### config.mk
export PLATFORM = sky130hd
export DESIGN_NAME = ntm_tanh_top
export DESIGN_NICKNAME = d
export VERILOG_FILES = /design/src/rtl/ntm_tanh_pkg.sv /design/src/rtl/ntm_scalar_tanh_if.sv /design/src/rtl/ntm_fixed_divider.sv /design/src/rtl/ntm_scalar_tanh.sv /design/src/rtl/ntm_tanh_top.sv /design/src/rtl/ntm_vector_tanh.sv
export SDC_FILE = /design/constraint.sdc
export NUM_CORES = 2
export LEC_CHECK = 0
export BUFFER_PORTS_ARGS = -buffer_cell sky130_fd_sc_hd__buf_2
export CAP_MARGIN = 30
export CORE_MARGIN = 2
export CORE_UTILIZATION = 45
export CTS_BUF_LIST = sky130_fd_sc_hd__clkbuf_16
export CTS_CLUSTER_DIAMETER = 200
export CTS_CLUSTER_SIZE = 8
export DETAILED_ROUTE_END_ITERATION = 16
export SYNTH_ARGS = -nofsm -noshare
export SYNTH_HDL_FRONTEND = slang
export SYNTH_SLANG_ARGS = --single-unit
### constraint.sdc
create_clock -name CLK -period 8.6 [get_ports CLK]
set_input_delay 1.72 -clock CLK [delete_from_list [all_inputs] [get_ports CLK]]
set_output_delay 1.72 -clock CLK [all_outputs]
set_load 0.03 [all_outputs]
### src/rtl/ntm_tanh_pkg.sv
/*
 * Shared types and constants for the vector tanh engine
 * Q8.8 data, element counts, Q16.16 intermediates and FSM states
 */
package ntm_tanh_pkg;

  ////////////////////////////////////////////////////////////
  // Types
  ////////////////////////////////////////////////////////////

  // Signed Q8.8 element
  typedef logic signed [15:0] data_t;

  // Vector length and element index
  typedef logic [15:0] count_t;

  // Signed Q16.16 products, numerator and denominator
  typedef logic signed [31:0] wide_t;

  ////////////////////////////////////////////////////////////
  // Fixed-point constants
  ////////////////////////////////////////////////////////////

  localparam int    FRAC_BITS   = 8;
  // 1.0, the saturated magnitude
  localparam data_t ONE_Q       = 16'sd256;
  // 3.0, at or above this tanh is taken as +-1
  localparam data_t SAT_LIMIT_Q = 16'sd768;
  // Pade constant 27.0
  localparam wide_t PADE_A_Q    = 32'sd6912;
  // Plain integer factor on x^2 in the denominator
  localparam int    PADE_B      = 9;

  ////////////////////////////////////////////////////////////
  // State machines
  ////////////////////////////////////////////////////////////

  typedef enum logic [1:0] {vec_idle, vec_wait_input, vec_wait_result} vector_state_t;

  typedef enum logic [1:0] {sc_idle, sc_square, sc_form, sc_divide} scalar_state_t;

  typedef enum logic {div_idle, div_run} divider_state_t;

endpackage

### src/rtl/ntm_scalar_tanh_if.sv
/*
 * Scalar tanh request bus
 * Sequencer issues start with an operand, scalar unit answers
 * with one ready pulse carrying the result
 */
interface ntm_scalar_tanh_if;
  import ntm_tanh_pkg::*;

  // One-cycle request pulse
  logic  start;
  // Held from start until ready
  data_t operand;
  // One-cycle answer pulse
  logic  ready;
  // Valid only while ready is high
  data_t result;

  // Sequencer side
  modport master (
    output start,
    output operand,
    input  ready,
    input  result
  );

  // Scalar unit side
  modport slave (
    input  start,
    input  operand,
    output ready,
    output result
  );

endinterface

### src/rtl/ntm_fixed_divider.sv
/*
 * Iterative signed divider
 * 32-step restoring division on magnitudes, sign applied at the end
 * Q16.16 over Q8.8 yields a Q8.8 quotient truncated toward zero
 */
module ntm_fixed_divider (
  input  logic                CLK,
  input  logic                RST,
  input  logic                div_start,
  input  ntm_tanh_pkg::wide_t dividend,
  input  ntm_tanh_pkg::wide_t divisor,
  output logic                div_done,
  output ntm_tanh_pkg::data_t quotient
);
  import ntm_tanh_pkg::*;

  localparam int W = $bits(wide_t);

  divider_state_t state;
  logic [$clog2(W)-1:0] step_q;

  // Datapath registers
  logic [W:0]   rem_q;
  logic [W-1:0] quo_q;
  logic [W-1:0] dsr_q;
  logic         neg_q;

  // One restoring step
  logic [W:0]   rem_shift;
  logic [W:0]   rem_sub;
  logic [W:0]   rem_next;
  logic [W-1:0] quo_next;
  logic [W-1:0] quo_signed;
  logic [W-1:0] dvd_mag;
  logic [W-1:0] dsr_mag;

  // Magnitudes, -2^31 maps to 2^31 unsigned
  assign dvd_mag = dividend[W-1] ? W'(-dividend) : W'(dividend);
  assign dsr_mag = divisor[W-1] ? W'(-divisor) : W'(divisor);

  // Bring next dividend bit into the partial remainder
  assign rem_shift = {rem_q[W-1:0], quo_q[W-1]};
  assign rem_sub   = rem_shift - {1'b0, dsr_q};

  // Sign bit of the trial subtraction decides restore
  assign rem_next = rem_sub[W] ? rem_shift : rem_sub;
  assign quo_next = {quo_q[W-2:0], ~rem_sub[W]};

  // Final sign on the completed quotient
  assign quo_signed = neg_q ? W'(-quo_next) : quo_next;

  ////////////////////////////////////////////////////////////
  // Control
  ////////////////////////////////////////////////////////////

  always_ff @(posedge CLK or posedge RST) begin
    if (RST) begin
      state    <= div_idle;
      step_q   <= '0;
      div_done <= 1'b0;
    end else begin
      div_done <= 1'b0;
      case (state)
        div_idle: begin
          if (div_start) begin
            step_q <= '0;
            state  <= div_run;
          end
        end
        div_run: begin
          step_q <= step_q + 1'b1;
          // Last of 32 steps
          if (step_q == ($clog2(W))'(W - 1)) begin
            div_done <= 1'b1;
            state    <= div_idle;
          end
        end
        default: state <= div_idle;
      endcase
    end
  end

  ////////////////////////////////////////////////////////////
  // Datapath
  ////////////////////////////////////////////////////////////

  always_ff @(posedge CLK) begin
    if (state == div_idle && div_start) begin
      rem_q <= '0;
      quo_q <= dvd_mag;
      dsr_q <= dsr_mag;
      neg_q <= dividend[W-1] ^ divisor[W-1];
    end else if (state == div_run) begin
      rem_q <= rem_next;
      quo_q <= quo_next;
      // Low half of the quotient is the Q8.8 result
      if (step_q == ($clog2(W))'(W - 1)) begin
        quotient <= quo_signed[$bits(data_t)-1:0];
      end
    end
  end

endmodule

### src/rtl/ntm_scalar_tanh.sv
/*
 * Scalar tanh unit
 * |x| >= 3.0 saturates to +-1.0 in one cycle, otherwise the
 * Pade form x(27 + x^2)/(27 + 9x^2) through the iterative divider
 */
module ntm_scalar_tanh (
  input logic CLK,
  input logic RST,
  ntm_scalar_tanh_if.slave scalar
);
  import ntm_tanh_pkg::*;

  scalar_state_t state;

  // Operand widened to Q16.16 arithmetic width
  wide_t op_wide;
  wide_t op_mag;
  logic  saturate;

  // x^2 back in Q8.8 scale
  wide_t x2_q;

  // Divider hookup
  logic  div_start;
  wide_t dividend;
  wide_t divisor;
  logic  div_done;
  data_t quotient;

  ////////////////////////////////////////////////////////////
  // Operand checks and Pade terms
  ////////////////////////////////////////////////////////////

  // Operand stays put until ready, so no local copy
  assign op_wide = wide_t'(scalar.operand);
  assign op_mag  = op_wide[31] ? -op_wide : op_wide;

  // Widened compare so -32768 has a proper magnitude
  assign saturate = (op_mag >= wide_t'(SAT_LIMIT_Q));

  // Numerator x*(27 + x^2), Q8.8 times Q8.8 gives Q16.16
  assign dividend = op_wide * (PADE_A_Q + x2_q);

  // Denominator 27 + 9x^2 stays Q8.8
  assign divisor  = PADE_A_Q + PADE_B * x2_q;

  // Terms are ready during form, divider latches them there
  assign div_start = (state == sc_form);

  ////////////////////////////////////////////////////////////
  // Control
  ////////////////////////////////////////////////////////////

  always_ff @(posedge CLK or posedge RST) begin
    if (RST) begin
      state        <= sc_idle;
      scalar.ready <= 1'b0;
    end else begin
      scalar.ready <= 1'b0;
      case (state)
        sc_idle: begin
          if (scalar.start) begin
            if (saturate) begin
              // Answer right away, stay idle
              scalar.ready <= 1'b1;
            end else begin
              state <= sc_square;
            end
          end
        end
        sc_square: begin
          state <= sc_form;
        end
        sc_form: begin
          state <= sc_divide;
        end
        sc_divide: begin
          // Quotient passes straight out with ready
          if (div_done) begin
            scalar.ready <= 1'b1;
            state        <= sc_idle;
          end
        end
        default: state <= sc_idle;
      endcase
    end
  end

  ////////////////////////////////////////////////////////////
  // Datapath
  ////////////////////////////////////////////////////////////

  always_ff @(posedge CLK) begin
    case (state)
      sc_idle: begin
        // Sign of the input picks +1 or -1
        if (scalar.start && saturate) begin
          scalar.result <= scalar.operand[15] ? -ONE_Q : ONE_Q;
        end
      end
      sc_square: begin
        // Arithmetic shift keeps x^2 in Q8.8
        x2_q <= (op_wide * op_wide) >>> FRAC_BITS;
      end
      sc_divide: begin
        if (div_done) begin
          scalar.result <= quotient;
        end
      end
      default: ;
    endcase
  end

  // Divider, busy only on the Pade path
  ntm_fixed_divider u_divider (
    .CLK       (CLK),
    .RST       (RST),
    .div_start (div_start),
    .dividend  (dividend),
    .divisor   (divisor),
    .div_done  (div_done),
    .quotient  (quotient)
  );

endmodule

### src/rtl/ntm_tanh_top.sv
/*
 * Vector tanh engine top level
 * Sequencer and scalar tanh unit joined by the scalar request bus
 */
module ntm_tanh_top (
  input  logic                 CLK,
  input  logic                 RST,
  input  logic                 START,
  input  ntm_tanh_pkg::count_t SIZE_IN,
  input  logic                 DATA_IN_ENABLE,
  input  ntm_tanh_pkg::data_t  DATA_IN,
  output logic                 DATA_OUT_ENABLE,
  output ntm_tanh_pkg::data_t  DATA_OUT,
  output logic                 READY
);

  ////////////////////////////////////////////////////////////
  // Internal bus
  ////////////////////////////////////////////////////////////

  // One element in flight between sequencer and scalar unit
  ntm_scalar_tanh_if scalar_bus ();

  ////////////////////////////////////////////////////////////
  // Sequencer
  ////////////////////////////////////////////////////////////

  ntm_vector_tanh u_vector (
    .CLK             (CLK),
    .RST             (RST),
    .START           (START),
    .SIZE_IN         (SIZE_IN),
    .DATA_IN_ENABLE  (DATA_IN_ENABLE),
    .DATA_IN         (DATA_IN),
    .DATA_OUT_ENABLE (DATA_OUT_ENABLE),
    .DATA_OUT        (DATA_OUT),
    .READY           (READY),
    .scalar          (scalar_bus.master)
  );

  ////////////////////////////////////////////////////////////
  // Scalar tanh
  ////////////////////////////////////////////////////////////

  // Pade path plus saturation, divider inside
  ntm_scalar_tanh u_scalar (
    .CLK    (CLK),
    .RST    (RST),
    .scalar (scalar_bus.slave)
  );

endmodule

### src/rtl/ntm_vector_tanh.sv
/*
 * Vector tanh sequencer
 * Takes one element per input strobe, runs it through the scalar
 * unit and returns one result strobe per element, READY on the last
 */
module ntm_vector_tanh (
  input  logic                 CLK,
  input  logic                 RST,
  input  logic                 START,
  input  ntm_tanh_pkg::count_t SIZE_IN,
  input  logic                 DATA_IN_ENABLE,
  input  ntm_tanh_pkg::data_t  DATA_IN,
  output logic                 DATA_OUT_ENABLE,
  output ntm_tanh_pkg::data_t  DATA_OUT,
  output logic                 READY,
  ntm_scalar_tanh_if.master    scalar
);
  import ntm_tanh_pkg::*;

  vector_state_t state;

  // Latched vector length, never zero
  count_t size_q;
  // Index of the element in flight
  count_t index_q;
  logic   last_elem;

  assign last_elem = (index_q == count_t'(size_q - 1'b1));

  ////////////////////////////////////////////////////////////
  // Control FSM
  ////////////////////////////////////////////////////////////

  always_ff @(posedge CLK or posedge RST) begin
    if (RST) begin
      state           <= vec_idle;
      size_q          <= '0;
      index_q         <= '0;
      scalar.start    <= 1'b0;
      DATA_OUT_ENABLE <= 1'b0;
      DATA_OUT        <= '0;
      READY           <= 1'b0;
    end else begin
      // Strobes default low
      scalar.start    <= 1'b0;
      DATA_OUT_ENABLE <= 1'b0;
      READY           <= 1'b0;
      case (state)
        vec_idle: begin
          if (START) begin
            // Zero length runs as a single element
            size_q  <= (SIZE_IN == '0) ? count_t'(1) : SIZE_IN;
            index_q <= '0;
            state   <= vec_wait_input;
          end
        end
        vec_wait_input: begin
          // Every element gets its own scalar start
          if (DATA_IN_ENABLE) begin
            scalar.start <= 1'b1;
            state        <= vec_wait_result;
          end
        end
        vec_wait_result: begin
          // Input strobes here are dropped
          if (scalar.ready) begin
            DATA_OUT        <= scalar.result;
            DATA_OUT_ENABLE <= 1'b1;
            if (last_elem) begin
              // Done flag lines up with the last result
              READY <= 1'b1;
              state <= vec_idle;
            end else begin
              index_q <= index_q + 1'b1;
              state   <= vec_wait_input;
            end
          end
        end
        default: state <= vec_idle;
      endcase
    end
  end

  ////////////////////////////////////////////////////////////
  // Operand register
  ////////////////////////////////////////////////////////////

  // Held until the next capture, covers start through ready
  always_ff @(posedge CLK) begin
    if (state == vec_wait_input && DATA_IN_ENABLE) begin
      scalar.operand <= DATA_IN;
    end
  end

endmodule

-- Yosys cells after proc, flatten, opt, wreduce, memory -nomap -nowiden
Cells that the tools add are included.
- $add $sub $neg: 10
- $mul: 3
- $lt $le $gt $ge: 1
- equality and inequality tests: 16
- mux-type cells: 43
- bitwise gates (word level): 4
- reductions and logical operators: 16
- operators with widths (operator ; number):
    32-bit two-way mux ; 5
    16-bit two-way mux ; 8
    32-bit negator ; 2
    16-bit case mux with 2 select lines ; 2
    33-bit by 32-bit subtractor with 33-bit output ; 1
    14-bit by 32-bit adder with 32-bit output, first input constant ; 1
    32-bit by 11-bit >= comparator with 1-bit output, second input constant ; 1
    16-bit by 16-bit multiplier with 32-bit output ; 1
    16-bit by 25-bit multiplier with 32-bit output ; 1
    16-bit negator with 32-bit output ; 1
    31-bit two-way mux ; 1
    5-bit by 24-bit multiplier with 29-bit output, first input constant ; 1
    14-bit by 24-bit adder with 25-bit output, first input constant ; 1
    16-bit by 1-bit adder with 16-bit output, second input constant ; 1
    16-bit == test ; 1
    16-bit logical NOT ; 1
    16-bit negator ; 1
    16-bit by 1-bit subtractor with 16-bit output, second input constant ; 1
    1-bit two-way mux ; 15
    2-bit != test, second input constant ; 7
    2-bit two-way mux ; 6
    3-bit AND reduction ; 4
    5-bit case mux with 2 select lines ; 1
    2-bit case mux with 4 select lines ; 1
    other kinds (15) ; 28
- bits in registers: 232
- input bits: 36
- output and inout bits: 18
- word-level logic and storage cells: 114

-- Logic depth before layout (Yosys ltp)
- depth in word-level cells: 6
- depth in mapped cells: 34
- gate-level depth less buffers: 30

-- Hierarchy
Synthesis repeated with hierarchy kept, for this count alone.
- cells, all modules: 3819
- area, all modules: 35028.6 sq um
- modules (own cells, without submodules) (module ; times used ; cells each ; area each (sq um) ; seq. area each (sq um)):
    ntm_scalar_tanh ; 1 ; 2624 ; 23846.6 ; 1276.2
    ntm_fixed_divider ; 1 ; 837 ; 7733.7 ; 3248.1
    ntm_vector_tanh ; 1 ; 358 ; 3448.3 ; 1806.7

-- Worst setup path before layout
No wires, ideal clock.
- path type: reg2reg
- start point: reg u_scalar.x2_q[8]
- end point: reg u_scalar.u_divider.quo_q[28], data pin
- library setup time: 263 ps
- arrival time: 7938 ps
- required time: 8337 ps
- path slack: 399 ps
- cell stages (with the launch flop): 30
- path buffers: 4
- clock period less this slack: 8201 ps
- cells stage by stage: edfxtp_1 -> clkbuf_1 -> inv_1 -> clkbuf_1 -> ha_1 -> xnor2_1 -> clkbuf_1 -> nand2_1 -> fa_1 -> inv_1 -> fa_1 -> inv_1 -> fa_1 -> fa_1 -> fa_1 -> inv_1 -> fa_1 -> ha_1 -> clkbuf_1 -> o211ai_1 -> or4_1 -> nand2_1 -> nor2_1 -> xnor2_1 -> or3_1 -> or4b_2 -> nor3_1 -> nor3b_1 -> or4_1 -> nand3_1
- cells in the longest elaborated chain, start to end: 5
- ends and longest elaborated chain (item ; RTL line ; source):
    start: declaration ; ntm_scalar_tanh.sv:21 ; wide_t x2_q;
    start signal: assignment ; ntm_scalar_tanh.sv:103 ; x2_q <= (op_wide * op_wide) >>> FRAC_BITS;
    14-bit by 24-bit adder with 25-bit output (*) ; ntm_scalar_tanh.sv:42 ; assign dividend = op_wide * (PADE_A_Q + x2_q);
    16-bit by 25-bit multiplier with 32-bit output (*) ; ntm_scalar_tanh.sv:42 ;
    32-bit negator ; ntm_fixed_divider.sv:38 ; assign dvd_mag = dividend[W-1] ? W'(-dividend) : W'(dividend);
    32-bit two-way mux (*) ; ntm_fixed_divider.sv:38 ;
    32-bit two-way mux (*) ; ntm_fixed_divider.sv:88 ; if (state == div_idle && div_start) begin
    end signal: assignment ; ntm_fixed_divider.sv:90 ; quo_q <= dvd_mag;
    end signal: assignment ; ntm_fixed_divider.sv:95 ; quo_q <= quo_next;
    end: declaration ; ntm_fixed_divider.sv:24 ; logic [W-1:0] quo_q;
Mark *: on every way between the ends. The rest lies on a longest branch, timed or not.
A chain may end at the register's enable or synchronous reset.

-- Final worst setup path
- start point: reg u_scalar.x2_q[8]
- end point: reg u_scalar.u_divider.quo_q[30], data pin
The elaborated chain is that of the path after synthesis.

==> impl_metrics.yaml <==
grt:
  grt_pass1_vias: 27600
  grt_usage: 0.227
  grt_max_degree: 64
  antenna_found_initial: 0
  grt_first_pass_wirelength_mm: 147
  grt_overflow: 0
synthesis:
  async_flop_share: 0.272
  synthFlopType: "edfxtp_1"
  yosysWarnings: 0
  synth_area_per_cell_sq_um: 8.99
  synth-seq-cells: 232
  synth_area_sq_um: 35700
  synth_cells: 3974
  ys_seq_area_frac: 0.177
  synthDistinctLibCells: 91
  synth_edf_count: 137
detailed_routing:
  wl_mm: 89.4
  num_vias: 26800
  drc_errors: 0
  dr.pass1.iters: 5
  post_drt_via_cell_ratio: 5.24
  routedWlPerCell_um: 17.5
  dr.first_iter.drc_count: 1463
  final_antenna_net_count: 0
timing:
  post-route-min-period_ns: 8.14
  setup_viol: 0
  fmax_ghz: 0.123
  min_period_over_period: 0.947
  hold_ws_ns: 0.432
  timing.final.ws_setup_ns: 0.457
  tightest_slew_ns: 0.923
  relSlewSlack: 0.385
  drv_slew: 0
  finalHoldViolations: 0
  clock_skew_ns: 0.0692
die:
  dieArea_sq_um: 81600
  core_sq_um: 78700
  io_pins: 54
  dieHeight_um: 286
  rows: 103
  die_x_um: 286
  initial_utilization: 0.454
clock_network:
  clkTransAtPathRegs_ns: 0.06
  cts_hold_buf: 0
  ctsRootBufferMaster: "clkbuf_16"
  htree_levels: 2
  clock_latency_ns: 0.58
  cts_made_buffers: 35
  clockBufferDepth: 3
  clock-sinks: 232
  cts_tree: "yes"
hold_path:
  min_path_type: "flip-flop to flip-flop"
critical_path:
  cp_num_buf_inv: 6
  arrival_ns: 8.58
  critPathKind: "flip-flop to flip-flop"
  cp-end-kind: "flip-flop"
  worstPathRequired_ns: 9.03
  critical-path-max-stage-delay_ns: 0.55
  slowest_stage: "fa_1"
  path_max_fanout: 9
  worstSetupStartpointType: "flip-flop"
  path_delay_family: "adder cells"
  cpMostUsedCell: "fa_1"
placed_design:
  placed_cell_area_sq_um: 37700
  gp_congestion: 0.881
  dp.final_hpwl_mm: 71.5
  numPortBuffers: 53
  dp_slack_ns: 0.244
finish:
  final_cell_mix: "813 x inv_1, 541 x fa_1, 474 x nand2_1, 272 x ha_1, 244 x nor2_1"
  final_common_cell: "inv_1"
  finalInstanceArea_sq_um: 38800
  area_growth_pct: 8.72
  drive_gt1_frac: 0.0726
  num_antenna_cells: 0
  nets: 4890
run_status:
  status: "complete, no violations"
job:
  max-cap-violations: 0
==> synthesized netlist by cell type, drive strengths merged, types with 17 or more instances <==
master | count | area share
nand2 | 475 | 0.050
nand4 | 17 | 0.0030
a21o | 52 | 0.011
dfxtp | 32 | 0.018
or2 | 17 | 0.0030
nand2b | 44 | 0.0077
dfrtp | 63 | 0.044
nand3 | 86 | 0.012
a31oi | 25 | 0.0044
a211oi | 20 | 0.0043
a21oi | 97 | 0.014
nor2 | 246 | 0.026
o31ai | 18 | 0.0038
xor2 | 73 | 0.018
inv | 793 | 0.083
nor3 | 53 | 0.0074
and3 | 21 | 0.0037
o311ai | 24 | 0.0064
xnor2 | 159 | 0.039
o21ai | 113 | 0.016
ha | 273 | 0.096
or3 | 26 | 0.0046
and2 | 150 | 0.026
edfxtp | 137 | 0.12
fa | 541 | 0.30
nor2b | 25 | 0.0046
clkbuf | 134 | 0.014
o21a | 24 | 0.0050
==> logic make-up (layout without fill, tap and decap cells) <==
group                      Yosys count  in the layout  synth area share
xor gates and xnor gates           235            235            0.0588
and+or+nand+nor                   1213           1213             0.161
buffers and inverters              945           1036            0.0995
AOI/OAI and AO/OA                  511            511            0.0977
DFF                                232            232             0.177
other                                1              2          0.000105
adders and majority gates          814            814             0.399
muxes                               23             23           0.00701
==> tightest hold or removal path: cells and delay by family, from the launching register on <==
family | cells | cell delay (ns)
flip-flops | 1 | 0.31
AND/OR/NAND/NOR | 2 | 0.08
==> layer usage <==
layer  vias to the layer above  global-route usage  wire length [um]
met4                         0              0.0751              3090
met3                       160              0.0299              5150
met5                         -                   0                 0
met1                     13200               0.307             39300
li1                      12800                   -                 -
met2                       691               0.376             41900
==> final cells by class <==
type                       instances  area, sq um
clock buffer                      35          876
clock inverter                    28          153
fill                            7634        39900
inverter                         796         2990
multi-input combinational       2798        25900
sequential                       232         6330
tap                             1050         1310
timing repair buffer             177         1240
==> state kept, by name (all words and copies together) (netlist names) <==
name / cells
u_scalar.u_divider.rem_q: 32
u_vector.DATA_OUT: 16
u_vector.state: 2
u_scalar.u_divider.dsr_q: 32
u_vector.READY: 1
u_vector.index_q: 16
u_vector.scalar.start: 1
u_vector.DATA_OUT_ENABLE: 1
u_scalar.scalar.result: 16
u_scalar.u_divider.neg_q: 1
u_scalar.u_divider.step_q: 5
u_scalar.scalar.ready: 1
u_scalar.u_divider.div_done: 1
u_scalar.x2_q: 24
u_scalar.u_divider.quo_q: 32
u_scalar.state: 2
u_scalar.u_divider.state: 1
u_scalar.u_divider.quotient: 16
u_vector.size_q: 16
u_vector.scalar.operand: 16
==> stage by stage <==
step           setup TNS, ns  utilization  instances
2_1_floorplan              0            -       3975
3_3_place_gp               0        0.478       5043
3_5_place_dp               0        0.478       5045
4_1_cts                    0        0.491       5108
5_1_grt              -0.0432        0.493       5116
6_report                   0        0.493       5116
==> what timing repair did <==
action	in CTS	in global routing
buffers inserted	0	7
endpoints found under the hold margin	0	0
setup endpoints to repair	0	32
resized for setup	0	17
==> final timing paths <==
check	startpoint	to	slack, ns	cells past startpoint
hold reg to reg	u_scalar.scalar.result[13]	u_vector.DATA_OUT[13]	0.43	2
min in group asynchronous	RST	u_vector.state[1]	1.40	3
hold / removal	u_scalar.scalar.result[13]	u_vector.DATA_OUT[13]	0.43	2
setup / recovery	u_scalar.x2_q[8]	u_scalar.u_divider.quo_q[30]	0.46	28
setup reg to reg	u_scalar.x2_q[8]	u_scalar.u_divider.quo_q[30]	0.46	28
max in group asynchronous	RST	u_vector.DATA_OUT[9]	6.64	3
Power is not shown: default switching activity piles up to over one toggle a cycle in this logic, so the estimate is an artifact.
